`src/mc_pkg.sv`:
```
// shared definitions for the row memory system
// geometry and sizing constants, link opcodes,
// request, response and memory request packets

`default_nettype none

package mc_pkg;

  // row geometry
  localparam int num_tiles_x_c = 4;
  localparam int x_cord_width_c = 2;

  // word and address sizes
  localparam int data_width_c = 32;
  localparam int addr_width_c = 12;
  // bank-local address, low bits of addr pick the column
  localparam int local_addr_width_c = addr_width_c - x_cord_width_c;
  localparam int mem_words_c = 1 << addr_width_c;

  // vcache geometry, one word per line
  localparam int cache_sets_c = 16;
  localparam int index_width_c = $clog2(cache_sets_c);
  localparam int tag_width_c = 6;
  localparam int stat_cnt_width_c = 16;

  localparam int tag_id_width_c = 4;

  // dram timing
  localparam int dram_latency_c = 4;
  localparam int dram_cnt_width_c = $clog2(dram_latency_c);

  typedef enum logic [1:0] {
    op_load  = 2'd0,
    op_store = 2'd1,
    op_stat  = 2'd2
  } mc_op_e;

  // host to bank
  typedef struct packed {
    mc_op_e                    op;
    logic [addr_width_c-1:0]   addr;
    logic [data_width_c-1:0]   data;
    logic [tag_id_width_c-1:0] tag_id;
  } mc_req_s;

  // bank to host
  typedef struct packed {
    mc_op_e                    op;
    logic [data_width_c-1:0]   data;
    logic [tag_id_width_c-1:0] tag_id;
    logic                      hit;
    logic [x_cord_width_c-1:0] src_x;
  } mc_resp_s;

  // bank to dram, addr is bank-local
  typedef struct packed {
    logic                          write;
    logic [local_addr_width_c-1:0] addr;
    logic [data_width_c-1:0]       data;
  } mem_req_s;

endpackage

`default_nettype wire
```
`src/mc_vcache.sv`:
```
// vcache bank
// blocking direct-mapped write-through cache, one word per line,
// with load hit and miss counters read back by the stat op

`timescale 1ns/1ns
`default_nettype none

module mc_vcache import mc_pkg::*; (
  input  logic                      clk,
  input  logic                      reset,
  input  logic [x_cord_width_c-1:0] my_x_i,

  input  mc_req_s                   req_i,
  input  logic                      req_v_i,
  output logic                      req_ready_o,

  output mc_resp_s                  resp_o,
  output logic                      resp_v_o,
  input  logic                      resp_ready_i,

  output mem_req_s                  mem_req_o,
  output logic                      mem_req_v_o,
  input  logic                      mem_req_ready_i,
  input  logic [data_width_c-1:0]   mem_data_i,
  input  logic                      mem_data_v_i
);

  typedef enum logic [2:0] {
    st_idle,
    st_lookup,
    st_write_through,
    st_fill,
    st_respond
  } cache_state_e;

  cache_state_e state_r;

  logic [tag_width_c-1:0]      tag_mem [cache_sets_c];
  logic [data_width_c-1:0]     data_mem [cache_sets_c];
  logic [cache_sets_c-1:0]     valid_r;

  logic [stat_cnt_width_c-1:0] hit_cnt_r;
  logic [stat_cnt_width_c-1:0] miss_cnt_r;

  mc_req_s                     req_r;
  mc_resp_s                    resp_r;
  logic                        issued_r;

  logic [index_width_c-1:0]    line_idx;
  logic [tag_width_c-1:0]      line_tag;
  logic                        tag_hit;
  logic                        req_fire;
  logic                        fill_done;

  assign line_idx = req_r.addr[x_cord_width_c +: index_width_c];
  assign line_tag = req_r.addr[addr_width_c-1 -: tag_width_c];
  assign tag_hit  = valid_r[line_idx] && (tag_mem[line_idx] == line_tag);

  assign req_ready_o = (state_r == st_idle);
  assign req_fire    = req_v_i & req_ready_o;
  assign fill_done   = (state_r == st_fill) & mem_data_v_i;

  assign resp_o   = resp_r;
  assign resp_v_o = (state_r == st_respond);

  // write-through on stores, one read per load miss
  assign mem_req_v_o = (state_r == st_write_through) | ((state_r == st_fill) & ~issued_r);

  always_comb begin
    mem_req_o.write = (state_r == st_write_through);
    mem_req_o.addr  = req_r.addr[addr_width_c-1:x_cord_width_c];
    mem_req_o.data  = req_r.data;
  end

  always_ff @(posedge clk) begin
    if (!reset) begin
      state_r    <= st_idle;
      valid_r    <= '0;
      hit_cnt_r  <= '0;
      miss_cnt_r <= '0;
      issued_r   <= 1'b0;
    end else begin
      case (state_r)
        st_idle: begin
          if (req_fire) begin
            state_r <= st_lookup;
          end
        end
        st_lookup: begin
          case (req_r.op)
            op_store: begin
              valid_r[line_idx] <= 1'b1;
              state_r           <= st_write_through;
            end
            op_load: begin
              if (tag_hit) begin
                hit_cnt_r <= hit_cnt_r + 1'b1;
                state_r   <= st_respond;
              end else begin
                miss_cnt_r <= miss_cnt_r + 1'b1;
                state_r    <= st_fill;
              end
            end
            default: state_r <= st_respond;
          endcase
        end
        st_write_through: begin
          if (mem_req_ready_i) begin
            state_r <= st_respond;
          end
        end
        st_fill: begin
          if (mem_req_v_o && mem_req_ready_i) begin
            issued_r <= 1'b1;
          end
          if (fill_done) begin
            issued_r          <= 1'b0;
            valid_r[line_idx] <= 1'b1;
            state_r           <= st_respond;
          end
        end
        st_respond: begin
          if (resp_ready_i) begin
            state_r <= st_idle;
          end
        end
        default: state_r <= st_idle;
      endcase
    end
  end

  always_ff @(posedge clk) begin
    if (req_fire) begin
      req_r <= req_i;
    end
    if (state_r == st_lookup) begin
      resp_r.op     <= req_r.op;
      resp_r.tag_id <= req_r.tag_id;
      resp_r.src_x  <= my_x_i;
      resp_r.hit    <= tag_hit && (req_r.op != op_stat);
      case (req_r.op)
        op_stat:  resp_r.data <= {miss_cnt_r, hit_cnt_r};
        op_store: resp_r.data <= req_r.data;
        default:  resp_r.data <= data_mem[line_idx];
      endcase
      if (req_r.op == op_store) begin
        tag_mem[line_idx]  <= line_tag;
        data_mem[line_idx] <= req_r.data;
      end
    end
    // refill from dram
    if (fill_done) begin
      resp_r.data        <= mem_data_i;
      resp_r.hit         <= 1'b0;
      tag_mem[line_idx]  <= line_tag;
      data_mem[line_idx] <= mem_data_i;
    end
  end

endmodule

`default_nettype wire

```
`config.mk`:
```
export PLATFORM = sky130hd
export DESIGN_NAME = mc_vcache
export DESIGN_NICKNAME = d
export VERILOG_FILES = /design/src/mc_pkg.sv /design/src/mc_vcache.sv
export SDC_FILE = /design/constraint.sdc
export NUM_CORES = 1
export LEC_CHECK = 0
export BUFFER_PORTS_ARGS = -buffer_cell sky130_fd_sc_hd__buf_2
export CORE_MARGIN = 3
export CORE_UTILIZATION = 35
export CTS_CLUSTER_DIAMETER = 80
export DETAILED_ROUTE_END_ITERATION = 10
export REMOVE_ABC_BUFFERS = 1
export SYNTH_ARGS = -nofsm -noshare
export SYNTH_HDL_FRONTEND = slang
export SYNTH_SLANG_ARGS = --single-unit
```
`constraint.sdc`:
```
create_clock -name clk -period 8.44 [get_ports clk]
set_clock_uncertainty 0.05 [all_clocks]
set_input_delay 1.688 -clock clk [delete_from_list [all_inputs] [get_ports clk]]
set_output_delay 1.688 -clock clk [all_outputs]
set_load 0.05 [all_outputs]
```
==> run metrics <==
Worst Max-Slew Pin Slew=1160 ps; Area growth, synth to finish=15.8%; initial antenna violation count=4; Slew headroom=22.6%; Sink Count=753; Final setup viols=0; number of enable flip-flop cells after synthesis=696; VDD IR max=0.178 mV; Min Hold Slack=370 ps; internal power=6.97 mW; sequential share of power=47.0%; Final ANT Viol Nets=0; status=finished clean; Max Cap Viol=0; Initial Util=35.6%; Primary FF master, synth=edfxtp_1; Adder-Cell Fraction of Synth Area=0.208%; Synth Area in XOR/XNOR=0.191%; H-Tree Depth=3; Seq/Total Area, Yosys=73.2%; critical path peak fanout=64; asr flop ratio synth=0%; DRC=0; die area=0.0896 sq mm; Hold Buf Count CTS=0; largest net degree at the start of global routing=65; overall global routing resource usage=16.9%; vias in the first global route=16306; Sw Share=25.8%; clk slew on worst S/H paths=60 ps; total congestion overflow=0; Synth cell types=57; fmax=220 MHz; Setup crit end kind=flip-flop; worst reg-to-reg setup slack=3880 ps; final setup TNS=0 ps; number of nets in the layout=1868; Iteration-0 DRC Markers=1625; # port buffers=174; first-pass GRT wire length=111 mm; Core Area=0.0845 sq mm; # IOs=177; post-route clock period utilization=54.0%; CTS tree=yes; drt pass-1 iters=5; Simple-Gate Fraction of Synth Area=4.69%; CTS buffer count=84; fin cells=2977; Root Buffer=clkbuf_16; P_sw=2.42 mW; mux contribution to synthesized area=15.5%; Comb power frac=13.4%; cell count after placement=2821; Worst EP required=8930 ps; RSZ-0062 raised after global routing=no; power density cells=269 mW/mm^2; Mean Syn Cell Area=18.7 sq um; Fillers=7456; max-slew violation count=0; Post-DP HPWL=42.2 mm; Worst R2R Path Depth=8; Rows=106; combinational family with the most area after synthesis=multiplexers; Worst Hold Class=reg2reg; synthesized area=0.0301 sq mm; CTS Buffer Depth=3; clk_lat worst skew=630 ps; Die Ht=299 um; Critical Path Source Type=flip-flop; Avg WL per Cell=25.6 um; Via density=5.36; post-synthesis compound-gate area fraction=3.60%; Post-CTS Setup Inserts=0; Critical Path End=hit_cnt_r[9]; clock share of power=39.6%; Via Count=15952; LEAKAGE=11.4 nW; Final Hold Vio Count=0; post-CTS resize count=0; Post-Synthesis Cells=1614; crit path DAT=5040 ps; die width=299 um; share of layout cells above drive strength 1=30.5%; min cycle time layout=4560 ps; FF+latch count, synth=753; critical path class=reg2reg; yosys warns=0; Routed WL=76.1 mm; Worst R2R End=hit_cnt_r[9]; Placer Congestion=0.780
worst min path at each step:
stage | startpoint | endpoint | cells after the start
2_1_floorplan | req_r[0] | resp_o[3] | 0
3_5_place_dp | req_r[0] | resp_o[3] | 0
6_report | req_r[1] | resp_o[4] | 0
5_1_grt | req_r[0] | resp_o[3] | 0
3_3_place_gp | req_r[3] | resp_o[6] | 0
4_1_cts | req_r[0] | resp_o[3] | 0
layout by cell type, fill, tap and decap left out, drive strengths merged, types with 4 or more instances in the layout:
| cell | instances |
|---|---|
| a21oi | 25 |
| ha | 5 |
| nor2b | 4 |
| edfxtp | 696 |
| bufinv | 10 |
| and3 | 5 |
| nor4 | 5 |
| mux2i | 38 |
| clkinv | 31 |
| a22oi | 32 |
| o21ai | 72 |
| clkbuf | 106 |
| o21a | 17 |
| nand3 | 19 |
| nor3 | 9 |
| nand2 | 174 |
| mux4 | 184 |
| dfxtp | 57 |
| nor3b | 5 |
| o31ai | 6 |
| or4 | 5 |
| inv | 17 |
| mux2 | 12 |
| nand2b | 29 |
| nor2 | 23 |
| buf | 208 |
| nand4 | 9 |
cells in the mapped netlist, types with 8 or more instances:
master      n  area (sq um)
edfxtp_1  696         20900
mux4_2    180          4050
nand2_1   174           653
o21ai_0    71           355
clkbuf_1   60           225
dfxtp_1    57          1140
buf_4      46           345
mux2i_1    38           380
a22oi_1    32           240
nand2b_1   29           181
a21oi_1    24           120
nor2_1     23          86.3
nand3_1    19          95.1
buf_2      17          85.1
o21a_1     17           128
mux2_2     11           124
nor3_1      9          45.0
inv_1       8          30.0
nand4_1     8          50.1
worst max-delay path: stages (launching register included):
cell,delay (ps)
dfxtp_4,1010
buf_4,790
mux2i_1,180
mux4_2,510
mux2i_1,230
o211ai_1,230
a211o_1,610
or4_1,600
a21oi_1,160
state kept, by name, indices dropped and copies added, names as in the netlist, named ones only:
| name | flops |
|---|---|
| tag_mem | 96 |
| data_mem | 512 |
| req_r | 6 |
| issued_r | 1 |
| mem_req_o | 42 |
| state_r | 3 |
| resp_o | 41 |
| hit_cnt_r | 16 |
| miss_cnt_r | 16 |
| valid_r | 16 |
power groups by stage:
stage                     sequential, mW  clock, mW  combinational [mW]
after floorplan                     4.71          0               0.736
after global placement              4.49          0                1.26
after detailed placement            4.49          0                1.28
after CTS                           4.42       3.79                1.28
after global routing                4.43       3.94                1.35
final                               4.41       3.72                1.26
cell type report:
| type | instances | area [sq um] | area share [%] |
|---|---|---|---|
| sequential | 753 | 22100 | 63.2 |
| multi-input combinational | 717 | 7430 | 21.3 |
| clock buffer | 106 | 2260 | 6.47 |
| tap | 1134 | 1420 | 4.07 |
| timing repair buffer | 208 | 1130 | 3.23 |
| clock inverter | 49 | 554 | 1.59 |
| inverter | 9 | 33.8 | 0.0969 |
| antenna | 1 | 2.50 | 0.00718 |
logic make-up after synthesis:
logic type | Yosys count
simple gates | 299
flops | 753
mux | 234
xor+xnor | 4
fa+ha+maj | 5
compound gates | 175
buf+inv | 144
routing by layer:
metal | global-route usage (%) | part of all wire [%] | routed length [um] | vias up
met5 | 0 | 0.017 | 13 | -
li1 | - | - | - | 6788
met3 | 3.44 | 7.6 | 5810 | 131
met1 | 24.1 | 43 | 33100 | 8423
met2 | 26.2 | 46 | 35100 | 608
met4 | 5.07 | 2.7 | 2060 | 2
metrics by stage:
step	utilization [%]	area (sq um)	total power, mW	setup WS, ps
floorplan	-	29400	5.45	243
global placement	37.9	32100	5.75	3960
detailed placement	37.9	32100	5.77	3880
CTS	41.3	34900	9.49	3820
global route	41.3	34900	9.73	3570
finish	41.3	34900	9.39	3880
(Power assumes the default switching activity.)
