--- src/mc_pkg.sv ---
// shared definitions for the row memory system
// geometry and sizing constants, link opcodes,
// request, response and memory request packets

`default_nettype none

package mc_pkg;

  // row geometry
  localparam int num_tiles_x_c = 4;
  localparam int x_cord_width_c = 2;

  // word and address sizes
  localparam int data_width_c = 32;
  localparam int addr_width_c = 12;
  // bank-local address, low bits of addr pick the column
  localparam int local_addr_width_c = addr_width_c - x_cord_width_c;
  localparam int mem_words_c = 1 << addr_width_c;

  // vcache geometry, one word per line
  localparam int cache_sets_c = 16;
  localparam int index_width_c = $clog2(cache_sets_c);
  localparam int tag_width_c = 6;
  localparam int stat_cnt_width_c = 16;

  localparam int tag_id_width_c = 4;

  // dram timing
  localparam int dram_latency_c = 4;
  localparam int dram_cnt_width_c = $clog2(dram_latency_c);

  typedef enum logic [1:0] {
    op_load  = 2'd0,
    op_store = 2'd1,
    op_stat  = 2'd2
  } mc_op_e;

  // host to bank
  typedef struct packed {
    mc_op_e                    op;
    logic [addr_width_c-1:0]   addr;
    logic [data_width_c-1:0]   data;
    logic [tag_id_width_c-1:0] tag_id;
  } mc_req_s;

  // bank to host
  typedef struct packed {
    mc_op_e                    op;
    logic [data_width_c-1:0]   data;
    logic [tag_id_width_c-1:0] tag_id;
    logic                      hit;
    logic [x_cord_width_c-1:0] src_x;
  } mc_resp_s;

  // bank to dram, addr is bank-local
  typedef struct packed {
    logic                          write;
    logic [local_addr_width_c-1:0] addr;
    logic [data_width_c-1:0]       data;
  } mem_req_s;

endpackage

`default_nettype wire
--- src/mc_router.sv ---
// row router
// one-entry request stage steering east or south by column,
// one-entry response stage merging bank and east traffic westward

`timescale 1ns/1ns
`default_nettype none

module mc_router import mc_pkg::*; (
  input  logic                      clk,
  input  logic                      reset,
  input  logic [x_cord_width_c-1:0] my_x_i,

  // requests from the west
  input  mc_req_s                   req_i,
  input  logic                      req_v_i,
  output logic                      req_ready_o,

  // requests to the east
  output mc_req_s                   req_o,
  output logic                      req_v_o,
  input  logic                      req_ready_i,

  // requests to the local bank
  output mc_req_s                   eject_o,
  output logic                      eject_v_o,
  input  logic                      eject_ready_i,

  // responses from the local bank
  input  mc_resp_s                  bank_resp_i,
  input  logic                      bank_resp_v_i,
  output logic                      bank_resp_ready_o,

  // responses from the east
  input  mc_resp_s                  east_resp_i,
  input  logic                      east_resp_v_i,
  output logic                      east_resp_ready_o,

  // responses to the west
  output mc_resp_s                  resp_o,
  output logic                      resp_v_o,
  input  logic                      resp_ready_i
);

  mc_req_s  req_r;
  logic     req_full_r;
  logic     is_local;
  logic     req_in_fire;
  logic     req_out_fire;

  mc_resp_s resp_r;
  logic     resp_full_r;
  logic     resp_load_ok;
  logic     resp_in_fire;
  logic     resp_out_fire;

  // request side
  assign is_local = (req_r.addr[x_cord_width_c-1:0] == my_x_i);

  assign req_o     = req_r;
  assign eject_o   = req_r;
  assign req_v_o   = req_full_r & ~is_local;
  assign eject_v_o = req_full_r & is_local;

  assign req_out_fire = (req_v_o & req_ready_i) | (eject_v_o & eject_ready_i);
  // accept while draining so the stage runs at full rate
  assign req_ready_o  = ~req_full_r | req_out_fire;
  assign req_in_fire  = req_v_i & req_ready_o;

  always_ff @(posedge clk) begin
    if (!reset) begin
      req_full_r <= 1'b0;
    end else if (req_in_fire) begin
      req_full_r <= 1'b1;
    end else if (req_out_fire) begin
      req_full_r <= 1'b0;
    end
  end

  always_ff @(posedge clk) begin
    if (req_in_fire) begin
      req_r <= req_i;
    end
  end

  // response side, local bank has priority
  assign resp_o   = resp_r;
  assign resp_v_o = resp_full_r;

  assign resp_out_fire     = resp_full_r & resp_ready_i;
  assign resp_load_ok      = ~resp_full_r | resp_out_fire;
  assign bank_resp_ready_o = resp_load_ok;
  assign east_resp_ready_o = resp_load_ok & ~bank_resp_v_i;
  assign resp_in_fire      = (bank_resp_v_i | east_resp_v_i) & resp_load_ok;

  always_ff @(posedge clk) begin
    if (!reset) begin
      resp_full_r <= 1'b0;
    end else if (resp_in_fire) begin
      resp_full_r <= 1'b1;
    end else if (resp_out_fire) begin
      resp_full_r <= 1'b0;
    end
  end

  always_ff @(posedge clk) begin
    if (resp_in_fire) begin
      resp_r <= bank_resp_v_i ? bank_resp_i : east_resp_i;
    end
  end

endmodule

`default_nettype wire

--- config.mk ---
export PLATFORM = sky130hd
export DESIGN_NAME = mc_router
export DESIGN_NICKNAME = d
export VERILOG_FILES = /design/src/mc_pkg.sv /design/src/mc_router.sv
export SDC_FILE = /design/constraint.sdc
export NUM_CORES = 1
export LEC_CHECK = 0
export BUFFER_PORTS_ARGS = -buffer_cell sky130_fd_sc_hd__buf_4
export CORE_AREA = 2 2 112 114
export CTS_BUF_LIST = sky130_fd_sc_hd__clkbuf_16
export DETAILED_ROUTE_END_ITERATION = 10
export DIE_AREA = 0 0 114 116
export HOLD_SLACK_MARGIN = 0.05
export PLACE_DENSITY = 0.75
export SLEW_MARGIN = 20
export SYNTH_ARGS = -nofsm -noshare
export SYNTH_HDL_FRONTEND = slang
export SYNTH_SLANG_ARGS = --single-unit
--- constraint.sdc ---
create_clock -name clk -period 12.8 [get_ports clk]
set_input_delay 1.92 -clock clk [delete_from_list [all_inputs] [get_ports clk]]
set_output_delay 1.92 -clock clk [all_outputs]
set_load 0.05 [all_outputs]
==> flow_summary_export.csv, run 1 <==
group,metric,value,unit
floorplanning,coreArea,0.0119,mm²
routing,dr.pass1.iters,4,
sta,rsz0062_at_grt,"false",
yosys,postSynth.asyncResetShare,0,
yosys,synth_area_leader_cell,"edfxtp_1",
clock_tree,cts-resized-gates,0,
yosys,ys_top_cells_by_count,"91 x edfxtp_1, 50 x buf_4, 41 x mux2_2, 4 x buf_6, 4 x nor2_1",
routing,drc_errors,0,
clock_tree,htree_levels,3,
clock_tree,cts_hold_buf,0,
grt,antenna_found_initial,0,
sta,finalSetupViolCount,0,
hold_path,min_path_type,"reg2reg",
setup_path,cp_cell_sequence,"buf_4 > xnor2_1 > and4b_1 > nor2_1 > buf_4",
yosys,ys_seq_area_frac,0.737,
setup_path,r2r_start,"eject_o[36]$_DFFE_PP_",
clock_tree,cts_tree,"built",
clock_tree,clkTransAtPathRegs,60,ps
setup_path,crit_top_cell,"buf_4",
setup_path,max_stage_delay,310,ps
power,p_leak,2.65,nW
clock_tree,root_buffer,"clkbuf_16",
yosys,syn_nets,347,
sta,fmax,210,MHz
job,drv_cap,0,
yosys,synth_top_area_frac,0.726,
layout,multi_input_area,573,µm²
yosys,ys.flop_type,"edfxtp_1",
power,combPwrFrac,0.272,
power,sequentialPowerShare,0.433,
sta,maxSlewHeadroom,0.567,
yosys,yosysWarnings,0,
placed_design,place.gp.congestion,0.828,
outcome,run_status,"finished clean",
routing,wl_per_cell,16.9,µm
layout,area_delta_synth_final,59.6,%
yosys,avgSynthCellArea,18.4,µm²
routing,drt-initial-drc-count,166,
setup_path,r2r_cells,4,
sta,period_share,0.373,
floorplanning,die_x,114,µm
layout,final_nets,593,
layout,fillCellCount,1016,
setup_path,r2r_setup_slack,10770,ps
yosys,yosys_register_bits,93,
setup_path,critPathTopFamily,"simple AND/OR/NAND/NOR gates",
placed_design,port_buffers,288,
clock_tree,clk_path_buf_depth,2,
power,powerDensity,144,mW/mm²
power,power.switching,0.000273,W
sta,slew_violations,0,
routing,wl,10.2,mm
placed_design,placedCellCount,586,
routing,drtAntennaViolNets,0,
grt,grt_usage,0.146,
floorplanning,pin_count,289,
layout,final_cells,603,
sta,fin_crit,4770,ps
clock_tree,clock-sinks,93,
sta,hold_violations,0,
power,switching_share,0.316,
setup_path,crit_slowest_cell,"and4b_1",
yosys,ys_top_cells_by_area,"edfxtp_1 73%, mux2_2 12%, buf_4 10%",
clock_tree,clock_latency,340,ps
floorplanning,initial_core_util,0.316,
yosys,synth_edf_count,91,
clock_tree,post_cts.repair.setup_buffers,0,
grt,grt_start_max_net_pins,51,
power,ir_drop,0.0513,mV
grt,overflow,0,
floorplanning,die-height,116,µm
sta,worstMarginPinSlew,650,ps
routing,via_count,2664,
floorplanning,dieArea,0.0132,mm²
layout,antenna_cells,0,
layout,regArea,0.00277,mm²
yosys,synth_cell_types,17,
setup_path,arrival,2850,ps
grt,grt_pass1_vias,2665,
floorplanning,rows,40,
setup_path,crit_start,"my_x_i[0]",
yosys,netlist_area,0.00376,mm²
setup_path,regToRegEndpoint,"eject_o[17]$_DFFE_PP_",
yosys,syn_inst,205,
setup_path,end_kind,"output port",
grt,grt_pass1_wl,14.1,mm
routing,via_per_inst,4.42,
setup_path,crit_path_end,"req_ready_o",
sta,finalSetupTns,0,ps
yosys,yosysMostFrequentCell,"edfxtp_1",
layout,drive_gt1_frac,0.757,
setup_path,worstSetupPathType,"in2out",
setup_path,cp.depth,5,
power,internal-power,0.000592,W
clock_tree,cts-buffers-inserted,9,
power,p_clk_frac,0.295,
setup_path,critPathBufInv,2,
setup_path,path_max_fanout,4,
setup_path,critical_path_required,10880,ps
sta,finClkSkew,3.42,ps
setup_path,start_kind,"input port",
placed_design,dp_hpwl,8.07,mm
cells in the final DEF, fill, tap and decap left out, types with 2 or more instances in the layout:
cell       instances
clkbuf_16          9
xnor2_1            2
nor2_1             3
dfxtp_1            2
inv_1              2
buf_4            289
edfxtp_1          91
clkinv_1           4
mux2_2            41
a21boi_0           2
power by group through the flow:
| stage | Combinational [W] | Sequential (W) | Clock (W) |
|---|---|---|---|
| after floorplan | 0.0000779 | 0.000461 | 0 |
| after global placement | 0.000233 | 0.000381 | 0 |
| after detailed placement | 0.000236 | 0.000381 | 0 |
| after CTS | 0.000237 | 0.000375 | 0.000263 |
| after global routing | 0.000244 | 0.000377 | 0.000274 |
| final | 0.000236 | 0.000375 | 0.000255 |
stage by stage:
| stage | power, W | area [µm²] | hold WS, ps | setup WS, ps | util |
|---|---|---|---|---|---|
| after floorplan | 0.000538 | 3760 | 695 | 6290 | - |
| after global placement | 0.000614 | 5700 | 640 | 8090 | 0.479 |
| after detailed placement | 0.000617 | 5700 | 649 | 8040 | 0.479 |
| after CTS | 0.000875 | 5990 | 658 | 8030 | 0.503 |
| after global routing | 0.000895 | 6010 | 727 | 7950 | 0.504 |
| final | 0.000866 | 6010 | 657 | 8030 | 0.504 |
worst min path at each step:
stage | from | depth (start not counted) | slack, ps | endpoint
after global routing | resp_v_o$_SDFFE_PN0P_ | 3 | 730 | resp_v_o$_SDFFE_PN0P_
after detailed placement | resp_v_o$_SDFFE_PN0P_ | 3 | 650 | resp_v_o$_SDFFE_PN0P_
final | resp_v_o$_SDFFE_PN0P_ | 3 | 660 | resp_v_o$_SDFFE_PN0P_
after global placement | resp_v_o$_SDFFE_PN0P_ | 3 | 640 | resp_v_o$_SDFFE_PN0P_
after floorplan | req_full_r$_SDFFE_PN0P_ | 2 | 700 | req_full_r$_SDFFE_PN0P_
after CTS | resp_v_o$_SDFFE_PN0P_ | 3 | 660 | resp_v_o$_SDFFE_PN0P_
worst register-to-register path, cell delays in order (launching register included):
cell and delay, ps:
edfxtp_1 430, xnor2_1 280, a21oi_1 180, nor3b_2 200
buf_4 540
logic make-up (layout without fill, tap and decap cells):
logic type             count (synthesis)  count (layout)  synth area share
flip-flops                            93              93             0.737
buffers and inverters                 56             307             0.114
multiplexers                          41              41             0.123
AND/OR/NAND/NOR                        9               9            0.0140
AO/OA/AOI/OAI                          4               4           0.00765
XOR/XNOR                               2               2           0.00466
per-layer routing:
metal  global-route usage  vias to the layer above  wire (µm)
met5                    0                        -          0
met4               0.0707                        0        224
met3               0.0664                       15       1270
met2                0.248                      182       5200
met1                0.156                     1265       3490
li1                     -                     1202          -
cell type report:
cell class              instances  area share
flip-flops and latches         93       0.462
repair buffers                290       0.365
multi-input cells              56      0.0954
clock buffers                   9      0.0375
well taps                     147      0.0306
clock inverters                 7     0.00958
inverters                       1    0.000625
state kept, by name (all words and copies together) (netlist names):
signal	count
resp_v_o	1
req_full_r	1
resp_o	41
eject_o	50
(Power assumes the default switching activity.)
==> inputs of run 2 (changes only) <==
--- a/config.mk
+++ b/config.mk
@@ -5,13 +5,14 @@
 export SDC_FILE = /design/constraint.sdc
 export NUM_CORES = 1
 export LEC_CHECK = 0
+export ABC_AREA = 1
 export BUFFER_PORTS_ARGS = -buffer_cell sky130_fd_sc_hd__buf_4
-export CORE_AREA = 2 2 112 114
+export CORE_AREA = 2 2 113 115
 export CTS_BUF_LIST = sky130_fd_sc_hd__clkbuf_16
 export DETAILED_ROUTE_END_ITERATION = 10
-export DIE_AREA = 0 0 114 116
+export DIE_AREA = 0 0 115 117
 export HOLD_SLACK_MARGIN = 0.05
-export PLACE_DENSITY = 0.75
+export PLACE_DENSITY = 0.78
 export SLEW_MARGIN = 20
 export SYNTH_ARGS = -nofsm -noshare
 export SYNTH_HDL_FRONTEND = slang
==> constraint.sdc (replaced) <==
create_clock -name clk -period 4.16 [get_ports clk]
set_input_delay 0.624 -clock clk [delete_from_list [all_inputs] [get_ports clk]]
set_output_delay 0.624 -clock clk [all_outputs]
set_load 0.05 [all_outputs]
==> flow_summary_export.csv, run 2 <==
group,metric,value,unit
yosys,synth_fa_ha_area_frac,0,
grt,grt_pass1_vias,2508,
yosys,syn_inst,221,
grt,grt_usage,0.133,
yosys,synthMuxAreaShare,0.152,
grt,overflow,0,
setup_path,r2r_cells,8,
placed_design,dp_hpwl,8.04,mm
sta,finalSetupViolCount,0,
placed_design,dpl_worst_slack,1470,ps
clock_tree,clkTransAtPathRegs,60,ps
yosys,synth-simple-area-share,0.0183,
yosys,yosysWarnings,0,
yosys,synth_edf_count,91,
placed_design,port_buffers,288,
layout,final_common_cell,"buf_4",
yosys,synth_cell_types,14,
yosys,ys_top_cells_by_count,"91 x edfxtp_1, 50 x buf_4, 38 x mux2_4, 12 x inv_1, 9 x nand2_1",
routing,via_count,2614,
sta,finalSetupTns,0,ps
layout,drive_gt1_frac,0.735,
floorplanning,pin_count,289,
sta,slew_violations,0,
floorplanning,initial_core_util,0.323,
layout,largest_reg_flops,50,
yosys,synth_top_family_by_area,"multiplexers",
yosys,netlist_area,0.00397,mm²
power,ir_drop,0.178,mV
floorplanning,dieArea,0.0135,mm²
yosys,yosys_register_bits,93,
sta,hold_violations,0,
clock_tree,clock_latency,330,ps
hold_path,min_path_type,"in2reg",
yosys,ys_top_cells_by_area,"edfxtp_1 69%, mux2_4 14%, buf_4 9.4%",
setup_path,path_max_fanout,32,
routing,via_per_inst,4.21,
sta,fin_crit,2210,ps
outcome,run_status,"finished clean",
floorplanning,coreArea,0.0123,mm²
setup_path,end_kind,"flop",
sta,worstMarginPinSlew,692,ps
setup_path,start_kind,"flop",
job,drv_cap,0,
sta,period_share,0.530,
yosys,yosysMostFrequentCell,"edfxtp_1",
routing,dr.pass1.iters,4,
hold_path,holdPathStages,1,
clock_tree,clock-sinks,93,
routing,wl,9.67,mm
layout,final_core_util,0.507,
layout,area_delta_synth_final,57.0,%
placed_design,dpl_cell_area,0.00588,mm²
setup_path,worstSetupPathType,"reg2reg",
setup_path,arrival,2190,ps
routing,drtAntennaViolNets,0,
floorplanning,die-height,117,µm
placed_design,place.gp.congestion,0.787,
floorplanning,die_x,115,µm
sta,finClkSkew,7.07,ps
setup_path,critical_path_required,4150,ps
clock_tree,cts-buffers-inserted,9,
routing,drt-initial-drc-count,97,
layout,stdcell_area,0.00624,mm²
routing,drc_errors,0,
sta,fmax,453,MHz
yosys,synth-xor-area-share,0,
sta,holdWs,463,ps
yosys,postSynth.asyncResetShare,0,
clock_tree,cts-resized-gates,0,
yosys,ys.flop_type,"edfxtp_1",
floorplanning,rows,41,
yosys,synth_area_leader_cell,"edfxtp_1",
yosys,avgSynthCellArea,18.0,µm²
clock_tree,htree_levels,3,
clock_tree,post_cts.repair.setup_buffers,0,
clock_tree,cts_hold_buf,0,
grt,antenna_found_initial,0,
layout,antenna_cells,0,
grt,grt_pass1_wl,13.1,mm
yosys,ys_seq_area_frac,0.698,
grt,grt_start_max_net_pins,44,
layout,final_cell_mix,"289 x buf_4, 91 x edfxtp_1, 38 x mux2_4, 14 x inv_1",
sta,finalWorstSetupSlack,1950,ps
routing,wl_per_cell,15.6,µm
clock_tree,cts_tree,"built",
yosys,synth-compound-area-share,0.00315,
layout,final_nets,609,
power,p_leak,2.91,nW
clock_tree,root_buffer,"clkbuf_16",
clock_tree,clk_path_buf_depth,2,
sta,maxSlewHeadroom,0.539,
layout,fillCellCount,1058,
yosys,synth_top_area_frac,0.688,
yosys,syn_nets,363,
power,powerDensity,444,mW/mm²
sta,rsz0062_at_grt,"false",
[run 2: cell families (layout without fill, tap and decap cells)]
group	count (synthesis)	in the layout
buffers and inverters	67	317
AOI/OAI and AO/OA	2	2
and+or+nand+nor	18	18
DFF	93	93
muxes	41	41
[run 2: path summary, 6_finish.rpt]
kind / startpoint / end / slack (ps)
min: req_i[29] / eject_o[29]$_DFFE_PP_ / 460
min reg2reg: req_full_r$_SDFFE_PN0P_ / req_full_r$_SDFFE_PN0P_ / 640
max: eject_o[36]$_DFFE_PP_ / eject_o[47]$_DFFE_PP_ / 1950
max reg2reg: eject_o[36]$_DFFE_PP_ / eject_o[47]$_DFFE_PP_ / 1950
[run 2: power by group]
part | internal [W] | switching (W)
clock | 0.000579 | 0.000314
sequential | 0.00112 | 0.0000320
combinational | 0.000259 | 0.000469
total | 0.00196 | 0.000814
[run 2: critical path, cell delays in order, from the launching register on]
cell	delay [ps]
edfxtp_1	430
inv_1	100
nand2_1	60
nand2_1	90
nand2_1	70
nand3_1	90
nand2_1	110
nor2_4	430
buf_4	460
[run 2: metal layers]
metal  global-route usage  share of wire  vias to the layer above
met5                    0              0                        -
met4               0.0434          0.011                        0
met3               0.0546           0.11                        8
met2                0.232           0.52                      177
met1                0.148           0.36                     1196
li1                     -              -                     1233
[run 2: final cells by class]
class | instances | area [µm²] | area share
clock buffers | 9 | 225 | 0.0361
clock inverters | 6 | 105 | 0.0169
inverters | 12 | 45.0 | 0.00722
multi-input cells | 61 | 704 | 0.113
flip-flops and latches | 93 | 2770 | 0.445
well taps | 150 | 188 | 0.0301
repair buffers | 290 | 2200 | 0.352
[run 2: metrics by stage]
stage,power [W],instances
after floorplan,0.00166,221
after global placement,0.00189,605
after detailed placement,0.00190,605
after CTS,0.00280,620
after global routing,0.00287,621
final,0.00277,621
